`config.mk`:
```
export PLATFORM = sky130hd
export DESIGN_NAME = button_conditioner
export DESIGN_NICKNAME = d
export VERILOG_FILES = /design/src/hdl/button_conditioner.sv
export VERILOG_INCLUDE_DIRS = /design/src /design/src/common
export SDC_FILE = /design/constraint.sdc
export NUM_CORES = 1
export LEC_CHECK = 0
export ABC_AREA = 1
export BUFFER_PORTS_ARGS = -buffer_cell sky130_fd_sc_hd__buf_2
export CAP_MARGIN = 10
export CORE_AREA = 2 2 39 41
export CTS_CLUSTER_DIAMETER = 100
export DETAILED_ROUTE_END_ITERATION = 8
export DIE_AREA = 0 0 41 43
export PLACE_DENSITY = 0.4
export SYNTH_ARGS = -nofsm -noshare
export SYNTH_HDL_FRONTEND = slang
export SYNTH_SLANG_ARGS = --single-unit
```
`constraint.sdc`:
```
create_clock -name clk_demo -period 1.1 [get_ports clk_demo]
set_input_delay 0.055 -clock clk_demo [delete_from_list [all_inputs] [get_ports clk_demo]]
set_output_delay 0.055 -clock clk_demo [all_outputs]
set_load 0.005 [all_outputs]
```
`src/common/shifter_defines.svh`:
```
`ifndef SHIFTER_DEFINES_SVH
`define SHIFTER_DEFINES_SVH

// Width of the switch word and of the shift result
`define SHIFT_DATA_W 16

// clk_demo cycles between scan/debounce ticks
// Small for simulation, set large on the board
`define SHIFT_TICK_DIV 8

// Agreeing tick samples before a button level is accepted
`define SHIFT_DEBOUNCE_TICKS 4

`endif

```
`src/hdl/button_conditioner.sv`:
```
`default_nettype none
`include "shifter_defines.svh"

module button_conditioner (
    input  logic clk_demo,
    input  logic reset,
    input  logic tick,
    input  logic btn_raw,
    output logic level_toggle,
    output logic press
);

    localparam int CNT_W = $clog2(`SHIFT_DEBOUNCE_TICKS + 1);

    logic [1:0]       sync_q;
    logic             accepted;
    logic [CNT_W-1:0] stable_cnt;
    logic             differs;
    logic             accept_now;

    // Raw pin into the clk_demo domain
    always_ff @(posedge clk_demo) begin
        if (reset) begin
            sync_q <= 2'b00;
        end else begin
            sync_q <= {sync_q[0], btn_raw};
        end
    end

    assign differs    = sync_q[1] != accepted;
    assign accept_now = tick && differs
                        && (stable_cnt == CNT_W'(`SHIFT_DEBOUNCE_TICKS - 1));

    ////////////////////////////////////////
    // Debounce and edge handling
    ////////////////////////////////////////
    always_ff @(posedge clk_demo) begin
        if (reset) begin
            accepted     <= 1'b0;
            stable_cnt   <= '0;
            level_toggle <= 1'b0;
            press        <= 1'b0;
        end else begin
            press <= 1'b0;
            if (tick) begin
                if (!differs) begin
                    // Glitch or no change, start over
                    stable_cnt <= '0;
                end else if (accept_now) begin
                    accepted   <= sync_q[1];
                    stable_cnt <= '0;
                    if (sync_q[1]) begin
                        level_toggle <= ~level_toggle;
                        press        <= 1'b1;
                    end
                end else begin
                    stable_cnt <= stable_cnt + 1'b1;
                end
            end
        end
    end

endmodule

`default_nettype wire

```
# Word-level counts from Yosys, hierarchy flattened

Cells that the tools add are included.

Word-level logic and storage cells: 20
Input bits: 4
Bits in registers: 8
Output and inout port bits: 2

Bitwise gates (word level): 4
Reductions and logical operators: 5
Add/subtract/negate cells: 1
Eq/ne operators: 2
Mux-type cells: 3

Operator list:

| kind                                          | number |
|---|---|
| two-way mux 3 bit                             | 2 |
| NOT 1 bit                                     | 4 |
| AND reduction 4 bit                           | 1 |
| OR reduction 4 bit                            | 1 |
| adder 3 x 1 -> 3 bit, second input constant   | 1 |
| == test 3 x 2 -> 1 bit, second input constant | 1 |
| AND reduction 3 bit                           | 1 |
| logical AND 1 bit                             | 2 |
| two-way mux 1 bit                             | 1 |
| inequality test 1 bit                         | 1 |

# Longest topological paths before layout

Gate-level depths: netlist (run 1).

Depth in word-level cells: 5
Depth in mapped cells: 7
Depth with buffers taken out: 7

# Worst setup path before layout (run 1)

OpenSTA, ideal clock, no wires.

Kind: register to register
Start: reg stable_cnt[0]
End: reg accepted
Required time: 1.042 ns
Path slack: 0.140 ns
Library setup time: 0.058 ns
Arrival time: 0.902 ns
Path buffers: 0
Clock period less this slack: 0.960 ns
Stages on the path, launching flop included: 8
Path through: dfxtp_1 > ha_1 > inv_1 > nor2_2 > nand4_2 > nor2_1 > inv_1 > nand2_1

Cells in the longest elaborated chain, start to end: 3

Ends and longest elaborated chain:

| element                              | line                     | text |
|---|---|---|
| start, declared                      | button_conditioner.sv:17 | `logic [CNT_W-1:0] stable_cnt;` |
| start signal, assigned               | button_conditioner.sv:57 | `stable_cnt <= stable_cnt + 1'b1;` |
| == test 3 x 2 -> 1 bit               | button_conditioner.sv:32 | `` && (stable_cnt == CNT_W'(`SHIFT_DEBOUNCE_TICKS - 1)); `` |
| logical AND 1 bit                    | button_conditioner.sv:31 | `assign accept_now = tick && differs` |
| AND reduction 3 bit (no source line) | n/a                      |  |
| end signal, assigned                 | button_conditioner.sv:50 | `accepted <= sync_q[1];` |
| end, declared                        | button_conditioner.sv:16 | `logic accepted;` |

No other way between the ends.
A chain may end at the register's enable or synchronous reset.

# Final worst setup path (run 1)

Start: reg stable_cnt[0]
End: reg level_toggle

Cells in the longest elaborated chain, start to end: 3

Ends and longest elaborated chain:

| element                              | line                     | text |
|---|---|---|
| == test 3 x 2 -> 1 bit               | button_conditioner.sv:32 |  |
| logical AND 1 bit                    | button_conditioner.sv:31 |  |
| AND reduction 4 bit (no source line) | n/a                      |  |
| end signal, assigned                 | button_conditioner.sv:53 | `level_toggle <= ~level_toggle;` |
| end, declared                        | button_conditioner.sv:9  | `output logic level_toggle,` |

No other way between the ends.

==> out/qor.yml, run 1 <==
timing.rr.start: "stable_cnt[0]"
ys_ff_latch: 8
setup_viol: 0
required_ps: 1280
r2r_setup_slack_ps: 50
cts.sinks: 8
area_delta_synth_final_pct: 26.2
setup-tns-final_ps: 0
hp-class: "primary input to flip-flop"
die-area_sq_mm: 0.00176
rr_worst_depth: 7
tightestPinTransition_ps: 210
num_vias: 259
drt_wl_total_um: 595
firstDrtPassIters: 3
syn-num-nets: 47
drive_above_1_share_pct: 30.0
clockRootBuffer: "clkbuf_4"
place_congestion: 0.658
p_sw_share_pct: 20.4
num-fill-cells: 158
endpoint_kind: "flip-flop"
antenna_found_initial: 0
worstHoldPathCells: 3
final_cell_mix: "9 x inv_1, 7 x nand2_1, 6 x dfxtp_1"
total_power_uw: 538
r2r_end: "level_toggle"
drv_cap: 0
final_core_util_pct: 30.0
crit_arrival_ps: 1230
status: "complete, no violations"
syn_area_per_cell_sq_um: 7.83
dpl.hpwl_um: 409
routedWlPerCell_um: 9.02
dpl.cell_count: 63
yosysWarnings: 0
tritoncts: "built"
viasPerCell: 3.92
multi_input_area_sq_um: 148
row_count: 14
final_common_cell: "inv_1"
p_clk_share_pct: 40.0
timing.fmax_mhz: 956
p_comb_share_pct: 4.5
num_antenna_cells: 0
drt-initial-drc-count: 3
grt_max_degree: 7
drv_slew: 0
critical_path.max_fanout: 3
clk_latency_ps: 240
synth_seq_area_share_pct: 48.7
p_leak_uw: 0.000182
power.density_mw_per_mm2: 1300
die_h_um: 43
holdPathEnd: "sync_q[0]"
finalNonFillerCells: 66
syn_area_sq_um: 329
grt_pass1_vias: 234
syn_inst: 42
grtUsageTotal_pct: 8.07
relSlewSlack_pct: 86.0
power_frac_seq_pct: 55.5
initial_core_util_pct: 23.8
die_width_um: 41
register_area_sq_um: 163
final_nets: 57
fin_skew_ps: 2.54
p_sw_uw: 110
dp_slack_ps: 43.3
htree_levels: 1
postLayoutSetupSlackWorst_ps: 53.7
ys_types: 11
min_period_over_period_pct: 95.1
port_buffers: 5
post_cts_buffers: 0
fin_crit_ps: 1050
cellInternalPower_uw: 428
grt_overflow: 0
critical_path_class: "flip-flop to flip-flop"
grt_pass1_wl_um: 883
numCtsBuffers: 3
start_kind: "flip-flop"
cts.reportedPaths.clkPinSlew_ps: 50
fp.coreArea_sq_mm: 0.00138
route.detailed.drc: 0
cts_buffer_depth: 2
drtAntennaViolNets: 0
ios: 6
ir_drop_v: 0.000474
finalHoldViolCount: 0
holdCritStartpoint: "btn_raw"
-- registers in the layout, summed over array words and instances, names as in the netlist --
name,flops
stable_cnt,3
sync_q,2
accepted,1
level_toggle,1
press,1
-- cell type report --
cell class	count	area share, %
Inverter	10	9.04
Clock buffer	3	5.42
Multi-Input combinational cell	24	35.5
Tap cell	16	4.82
Timing Repair Buffer	5	6.02
Sequential cell	8	39.2
-- synth_stat cells --
master	n	area [sq um]
a21oi_1	3	15.0
dfxtp_1	8	160
ha_1	1	12.5
inv_1	10	37.5
nand2_1	7	26.3
nand3_1	3	15.0
nand4_2	1	12.5
nor2_1	6	22.5
nor2_2	1	6.26
o21ai_0	1	5.00
xor2_2	1	16.3
-- critical path, cell delays in order, from the launching register on --
cell and delay (ps):
dfxtp_2 320, ha_1 150, inv_2 50, nor2_4 140, nand4_4 110, nand2_1 80, nand2_1 40, nor2_1 80
-- power groups by stage --
stage	logic, uW	registers (uW)	clock network [uW]
5_1_grt	27.9	299	241
4_1_cts	23.7	298	227
3_5_place_dp	23.3	304	0
6_report	24.2	299	215
2_1_floorplan	10.6	303	0
3_3_place_gp	23.3	304	0
-- worst max-delay path by stage --
stage / startpoint / to / cells after the start
after floorplan: stable_cnt[0] / accepted / 7
after global placement: stable_cnt[0] / accepted / 7
after detailed placement: stable_cnt[0] / accepted / 7
after CTS: stable_cnt[0] / accepted / 7
after global routing: stable_cnt[0] / level_toggle / 6
final: stable_cnt[0] / level_toggle / 7
-- kinds of logic (layout without fill, tap and decap cells) --
kind of cell	after synthesis	after routing	synth area share (%)
flops	8	8	48.7
compound gates	4	4	6.08
buf+inv	10	18	11.4
simple gates	18	18	25.1
xor+xnor	1	1	4.94
fa+ha+maj	1	1	3.80
-- repair_timing --
item	4_1_cts	5_1_grt
gates resized for setup	0	6
hold buffers	0	0
setup endpoints to repair	0	2
-- metal layers --
layer | track usage, % | routed length (um) | share of wire, % | vias up
li1 | - | - | - | 143
met1 | 9.15 | 278 | 47 | 112
met2 | 9.69 | 286 | 48 | 4
met3 | 4.71 | 30 | 5.0 | 0
met4 | 8.00 | 0 | 0 | 0
met5 | 0 | 0 | 0 | -
-- metrics by stage --
| step | area, sq um | hold WS [ps] |
|---|---|---|
| after floorplan | 329 | 124 |
| final | 415 | 15.7 |
| after CTS | 397 | 10.6 |
| after global routing | 415 | 22.7 |
| after global placement | 374 | 261 |
| after detailed placement | 374 | 265 |
Power figures use the tool's default switching activity.
==> inputs of run 2 (changes only) <==
--- a/config.mk
+++ b/config.mk
@@ -13,7 +13,9 @@
 export CTS_CLUSTER_DIAMETER = 100
 export DETAILED_ROUTE_END_ITERATION = 8
 export DIE_AREA = 0 0 41 43
+export HOLD_SLACK_MARGIN = 0.08
 export PLACE_DENSITY = 0.4
+export RECOVER_POWER = 50
 export SYNTH_ARGS = -nofsm -noshare
 export SYNTH_HDL_FRONTEND = slang
 export SYNTH_SLANG_ARGS = --single-unit
==> run 2 against run 1 <==
Clock power hardly changed. Die area stayed put. Count of clock-buffer cells in the layout stayed put. Via count is 3.9% higher. Critical path type unchanged. Sequential share of layout area is 2.4 points lower. Critical endpoint unchanged. Critical path depth stayed put. Hold slack better by 390 ps. First-iteration DRC count is 33% higher. Combinational power is 32% higher. Final cell count is 4.5% higher. Flip-flop and latch count stayed put. Worst setup slack hardly changed.
==> out/qor.yml, run 2 (synthesized netlist as in run 1, its figures left out) <==
area_delta_synth_final_pct: 34.6
p_comb_share_pct: 5.9  # +1.4 points
p_sw_share_pct: 20.4  # -0.029 points
die-area_sq_mm: 0.00176  # unchanged
critical_path.max_fanout: 3  # unchanged
top_regs: "stable_cnt (3), sync_q (2)"
total_power_uw: 546  # +1.5%
initial_core_util_pct: 23.8  # unchanged
p_clk_share_pct: 39.4  # -0.6 points
finalNonFillerCells: 69  # +4.5%
start_kind: "flip-flop"
drtAntennaViolNets: 0  # unchanged
tritoncts: "built"
num_antenna_cells: 0  # unchanged
ios: 6  # unchanged
firstDrtPassIters: 3  # unchanged
route.detailed.drc: 0  # unchanged
dpl.cell_count: 63  # unchanged
final_nets: 60  # +5.3%
critical_path_class: "flip-flop to flip-flop"
clockRootBuffer: "clkbuf_4"
r2r_end: "level_toggle"
cellInternalPower_uw: 435  # +1.5%
clk_latency_ps: 240  # about the same
drv_cap: 0  # unchanged
setup_viol: 0  # unchanged
drt-initial-drc-count: 4  # +1
die_width_um: 41  # unchanged
final_cell_mix: "9 x inv_1, 7 x nand2_1, 6 x dfxtp_1"
drive_above_1_share_pct: 24.5  # -5.5 points
cts_buffer_depth: 2  # unchanged
regMostFlops: "stable_cnt"
viasPerCell: 3.90  # -0.65%
place_congestion: 0.658  # unchanged
final_core_util_pct: 32.0  # +2.0 points
r2r_setup_slack_ps: 50  # about the same
largest_reg_flops: 3  # unchanged
timing.rr.start: "stable_cnt[0]"
hp-class: "flip-flop to flip-flop"
port_buffers: 5  # unchanged
final_common_cell: "inv_1"
timing.fmax_mhz: 956  # about the same
grt_pass1_wl_um: 910  # +3.1%
numCtsBuffers: 3  # unchanged
rr_worst_depth: 7  # unchanged
fin_skew_ps: 2.54  # +0.0000300 ps
cts.reportedPaths.clkPinSlew_ps: 50  # about the same
dpl.hpwl_um: 409  # unchanged
crit_arrival_ps: 1230  # about the same
routedWlPerCell_um: 9.03  # +0.15%
setup-tns-final_ps: 0  # unchanged
power.density_mw_per_mm2: 1230  # -4.9%
grtUsageTotal_pct: 8.27  # +0.20 points
p_sw_uw: 111  # +1.3%
min_period_over_period_pct: 95.1  # about the same
grt_max_degree: 7  # unchanged
tightestPinTransition_ps: 285  # +75.2 ps
holdCritStartpoint: "sync_q[0]"
ir_drop_v: 0.000490  # +3.5%
finalHoldViolCount: 0  # unchanged
p_leak_uw: 0.000187  # +2.9%
grt_overflow: 0  # unchanged
die_h_um: 43  # unchanged
antenna_found_initial: 0  # unchanged
fp.coreArea_sq_mm: 0.00138  # unchanged
cts.sinks: 8  # unchanged
grt_pass1_vias: 246  # +5.1%
drv_slew: 0  # unchanged
relSlewSlack_pct: 81.0  # -5.0 points
worstHoldPathCells: 2  # -1
holdPathEnd: "sync_q[1]"
endpoint_kind: "flip-flop"
fin_hold_ws_ps: 407  # +391 ps
drt_wl_total_um: 623  # +4.7%
power_frac_seq_pct: 54.7  # -0.8 points
required_ps: 1280  # about the same
row_count: 14  # unchanged
num_vias: 269  # +3.9%
htree_levels: 1  # unchanged
status: "complete, no violations"
fin_crit_ps: 1050  # +0.255 ps
run 2: final cells by class:
cell class                 count  area [sq um]
inverter                      10          37.5
fill                         153           941
multi-input combinational     24           148
tap                           16          20.0
timing repair buffer           8          52.6
sequential                     8           163
clock buffer                   3          22.5
run 2: stage by stage:
| stage | instance area, sq um | setup WS (ps) |
|---|---|---|
| 2_1_floorplan | 329 | 140 |
| 3_3_place_gp | 374 | 27.7 |
| 3_5_place_dp | 374 | 43.3 |
| 4_1_cts | 427 | 30.6 |
| 5_1_grt | 443 | -19.0 |
| 6_report | 443 | 53.5 |
run 2: worst max path at each step:
stage	startpoint	to	slack [ps]	cells past startpoint
global route	stable_cnt[0]	level_toggle	-20	6
CTS	stable_cnt[0]	accepted	30	7
detailed placement	stable_cnt[0]	accepted	40	7
floorplan	stable_cnt[0]	accepted	140	7
finish	stable_cnt[0]	level_toggle	50	7
global placement	stable_cnt[0]	accepted	30	7
run 2: metal layers:
metal | track usage, % | vias up | share of wire (%)
met5 | 0 | - | 0
met4 | 8.00 | 0 | 0
met3 | 4.71 | 0 | 4.0
met2 | 10.3 | 4 | 47
met1 | 9.15 | 116 | 49
li1 | - | 149 | -
run 2: repair_timing:
item,in CTS,in global routing
hold endpoints to repair,5,0
hold buffers,3,0
setup buffers,0,0
setup endpoints to repair,0,2
resized for setup,0,6
run 2: power groups by stage:
stage                     clock network, uW  logic [uW]  registers (uW)
after floorplan                           0        10.6             303
after detailed placement                  0        23.3             304
after global placement                    0        23.3             304
final                                   215        32.0             299
after CTS                               227        31.9             298
after global routing                    241        35.8             299
run 2: worst max-delay path: stages (launching register included):
cell and delay, ps:
dfxtp_2 320, ha_1 150, inv_2 50, nor2_4 140, nand4_4 110, nand2_1 80
nand2_1 40, nor2_1 80
==> inputs of run 3 (changes only) <==
--- a/config.mk
+++ b/config.mk
@@ -14,7 +14,7 @@
 export DETAILED_ROUTE_END_ITERATION = 8
 export DIE_AREA = 0 0 41 43
 export HOLD_SLACK_MARGIN = 0.08
-export PLACE_DENSITY = 0.4
+export PLACE_DENSITY = 0.41
 export RECOVER_POWER = 50
 export SYNTH_ARGS = -nofsm -noshare
 export SYNTH_HDL_FRONTEND = slang
==> constraint.sdc (replaced) <==
create_clock -name clk_demo -period 0.9 [get_ports clk_demo]
set_input_delay 0.045 -clock clk_demo [delete_from_list [all_inputs] [get_ports clk_demo]]
set_output_delay 0.045 -clock clk_demo [all_outputs]
set_load 0.005 [all_outputs]
==> run 3 against run 2 <==
Count of clock-buffer cells in the layout unchanged. Sequential share of layout area decreased by 2.9 points. Critical endpoint is now accepted. The flow now finishes with violations (negative setup slack). Largest power group unchanged. Non-clock buffer count increased by 1.
==> out/qor.yml, run 3 (synthesized netlist as in run 1, its figures left out) <==
regMostFlops: "stable_cnt"
rsz0062_at_grt: "yes"
drv_cap: 0  # unchanged
die_h_um: 43  # unchanged
p_leak_uw: 0.000203  # +8.1%
antenna_found_initial: 0  # unchanged
grt_pass1_wl_um: 1010  # +11%
crit_chain: "ha_4 -> inv_2 -> nor2_4 -> nand4_4 -> nor2_2 -> inv_1 -> nand2_1"
num_antenna_cells: 0  # unchanged
place_congestion: 0.613  # -6.9%
finalNonFillerCells: 70  # +1.4%
finalHoldViolCount: 0  # unchanged
top_regs: "stable_cnt (3), sync_q (2)"
grt_max_degree: 7  # unchanged
start_kind: "flip-flop"
tritoncts: "built"
clockRootBuffer: "clkbuf_4"
critical_path_class: "flip-flop to flip-flop"
hp-class: "primary input to flip-flop"
status: "complete, but fails checks"
drive_above_1_share_pct: 38.9  # +14 points
critical_path.max_fanout: 3  # unchanged
post_cts_buffers: 0  # unchanged
row_count: 14  # unchanged
dpl.hpwl_um: 431  # +5.3%
tightestPinTransition_ps: 164  # -121 ps
htree_levels: 1  # unchanged
route.detailed.drc: 0  # unchanged
die_width_um: 41  # unchanged
min_period_over_period_pct: 112  # +17 points
setup-tns-final_ps: -253  # -253 ps
dpl.cell_count: 64  # +1.6%
area_delta_synth_final_pct: 48.3
cts.sinks: 8  # unchanged
power.density_mw_per_mm2: 1410  # +15%
final_area_sq_um: 488  # +10%
initial_core_util_pct: 23.8  # unchanged
viasPerCell: 3.99  # +2.2%
cts_buffer_depth: 2  # unchanged
fin_skew_ps: 0.705  # -1.84 ps
firstDrtPassIters: 4  # +1
violations: "negative setup slack"
drt_wl_total_um: 608  # -2.4%
largest_reg_flops: 3  # unchanged
final_cell_mix: "9 x inv_1, 7 x nand2_1, 5 x nor2_1, 5 x buf_2"
clk_latency_ps: 250  # about the same
die-area_sq_mm: 0.00176  # unchanged
total_power_uw: 690  # +26%
grt_overflow: 0  # unchanged
fin_crit_ps: 1010  # -41.0 ps
setup_viol: 4  # +4
dpl_cell_area_sq_um: 392  # +4.7%
cp_slowest_stage_delay_ps: 350  # +30 ps
routedWlPerCell_um: 8.69  # -3.8%
postLayoutSetupSlackWorst_ps: -106  # -159 ps
ir_drop_v: 0.000684  # +39%
grt_pass1_vias: 249  # +1.2%
crit_slowest_cell: "dfxtp_2"
crit_arrival_ps: 1200  # -30 ps
relSlewSlack_pct: 89.1  # +8.1 points
final_nets: 61  # +1.7%
drv_slew: 0  # unchanged
endpoint_kind: "flip-flop"
timing.fmax_mhz: 994  # +4.1%
grtUsageTotal_pct: 9.38  # +1.1 points
drt-initial-drc-count: 3  # -1
final_common_cell: "inv_1"
required_ps: 1090  # -190 ps
drtAntennaViolNets: 0  # unchanged
num_vias: 279  # +3.7%
port_buffers: 5  # unchanged
numCtsBuffers: 3  # unchanged
cts.reportedPaths.clkPinSlew_ps: 60  # about the same
ios: 6  # unchanged
fp.coreArea_sq_mm: 0.00138  # unchanged
## run 3: changes by cell type in the layout (fill, tap and decap cells not counted), moves of 2 or more
cell / previous run / this run
buf_2: 3 / 5
clkbuf_1: 2 / 0
dfxtp_1: 6 / 4
dfxtp_2: 2 / 4
## run 3: cell type report
| class | count | area [sq um] |
|---|---|---|
| fill | 154 | 896 |
| multi-input combinational | 24 | 180 |
| sequential | 8 | 165 |
| clock buffer | 3 | 22.5 |
| timing repair buffer | 9 | 62.6 |
| inverter | 10 | 37.5 |
| tap | 16 | 20.0 |
## run 3: routing by layer
layer / vias to the layer above / share of wire [%] / track usage (%)
li1: 151 / - / -
met1: 122 / 51 / 12.7
met2: 6 / 42 / 10.3
met3: 0 / 6.4 / 4.71
met4: 0 / 0 / 8.00
met5: - / 0 / 0
## run 3: through the flow
step | hold slack, ps | setup slack (ps) | utilization, %
after floorplan | 107 | -40.7 | -
after global placement | 248 | -121 | 28.3
after detailed placement | 258 | -138 | 28.3
after CTS | 110 | -124 | 32.9
after global routing | 122 | -215 | 35.3
final | 106 | -106 | 35.3
## run 3: where the power goes
group          total [uW]  switching (uW)  internal, uW
Sequential            366            5.20           361
Combinational        46.4            22.7          23.7
Clock                 278             125           153
Total                 690             153           538
## run 3: worst paths after layout
kind | cells past startpoint | end | startpoint | slack, ps
worst max register to register | 7 | accepted | stable_cnt[0] | -110
worst min-delay path | 3 | stable_cnt[1] | tick | 110
worst min register to register | 2 | sync_q[1] | sync_q[0] | 400
worst max-delay path | 7 | accepted | stable_cnt[0] | -110
## run 3: worst max-delay path: cells and delay by family, from the launching register on
family                   cells  cell delay [ps]
flip-flops                   1              350
adder cells (fa/ha/maj)      1              130
AND/OR/NAND/NOR              4              370
buffers and inverters        2               90
## run 3: timing repair
action                                  in CTS  in global routing
endpoints found under the setup margin       4                  6
pin swaps                                    3                  2
gates resized for setup                      2                  6
hold buffers                                 3                  0
endpoints found under the hold margin        5                  0
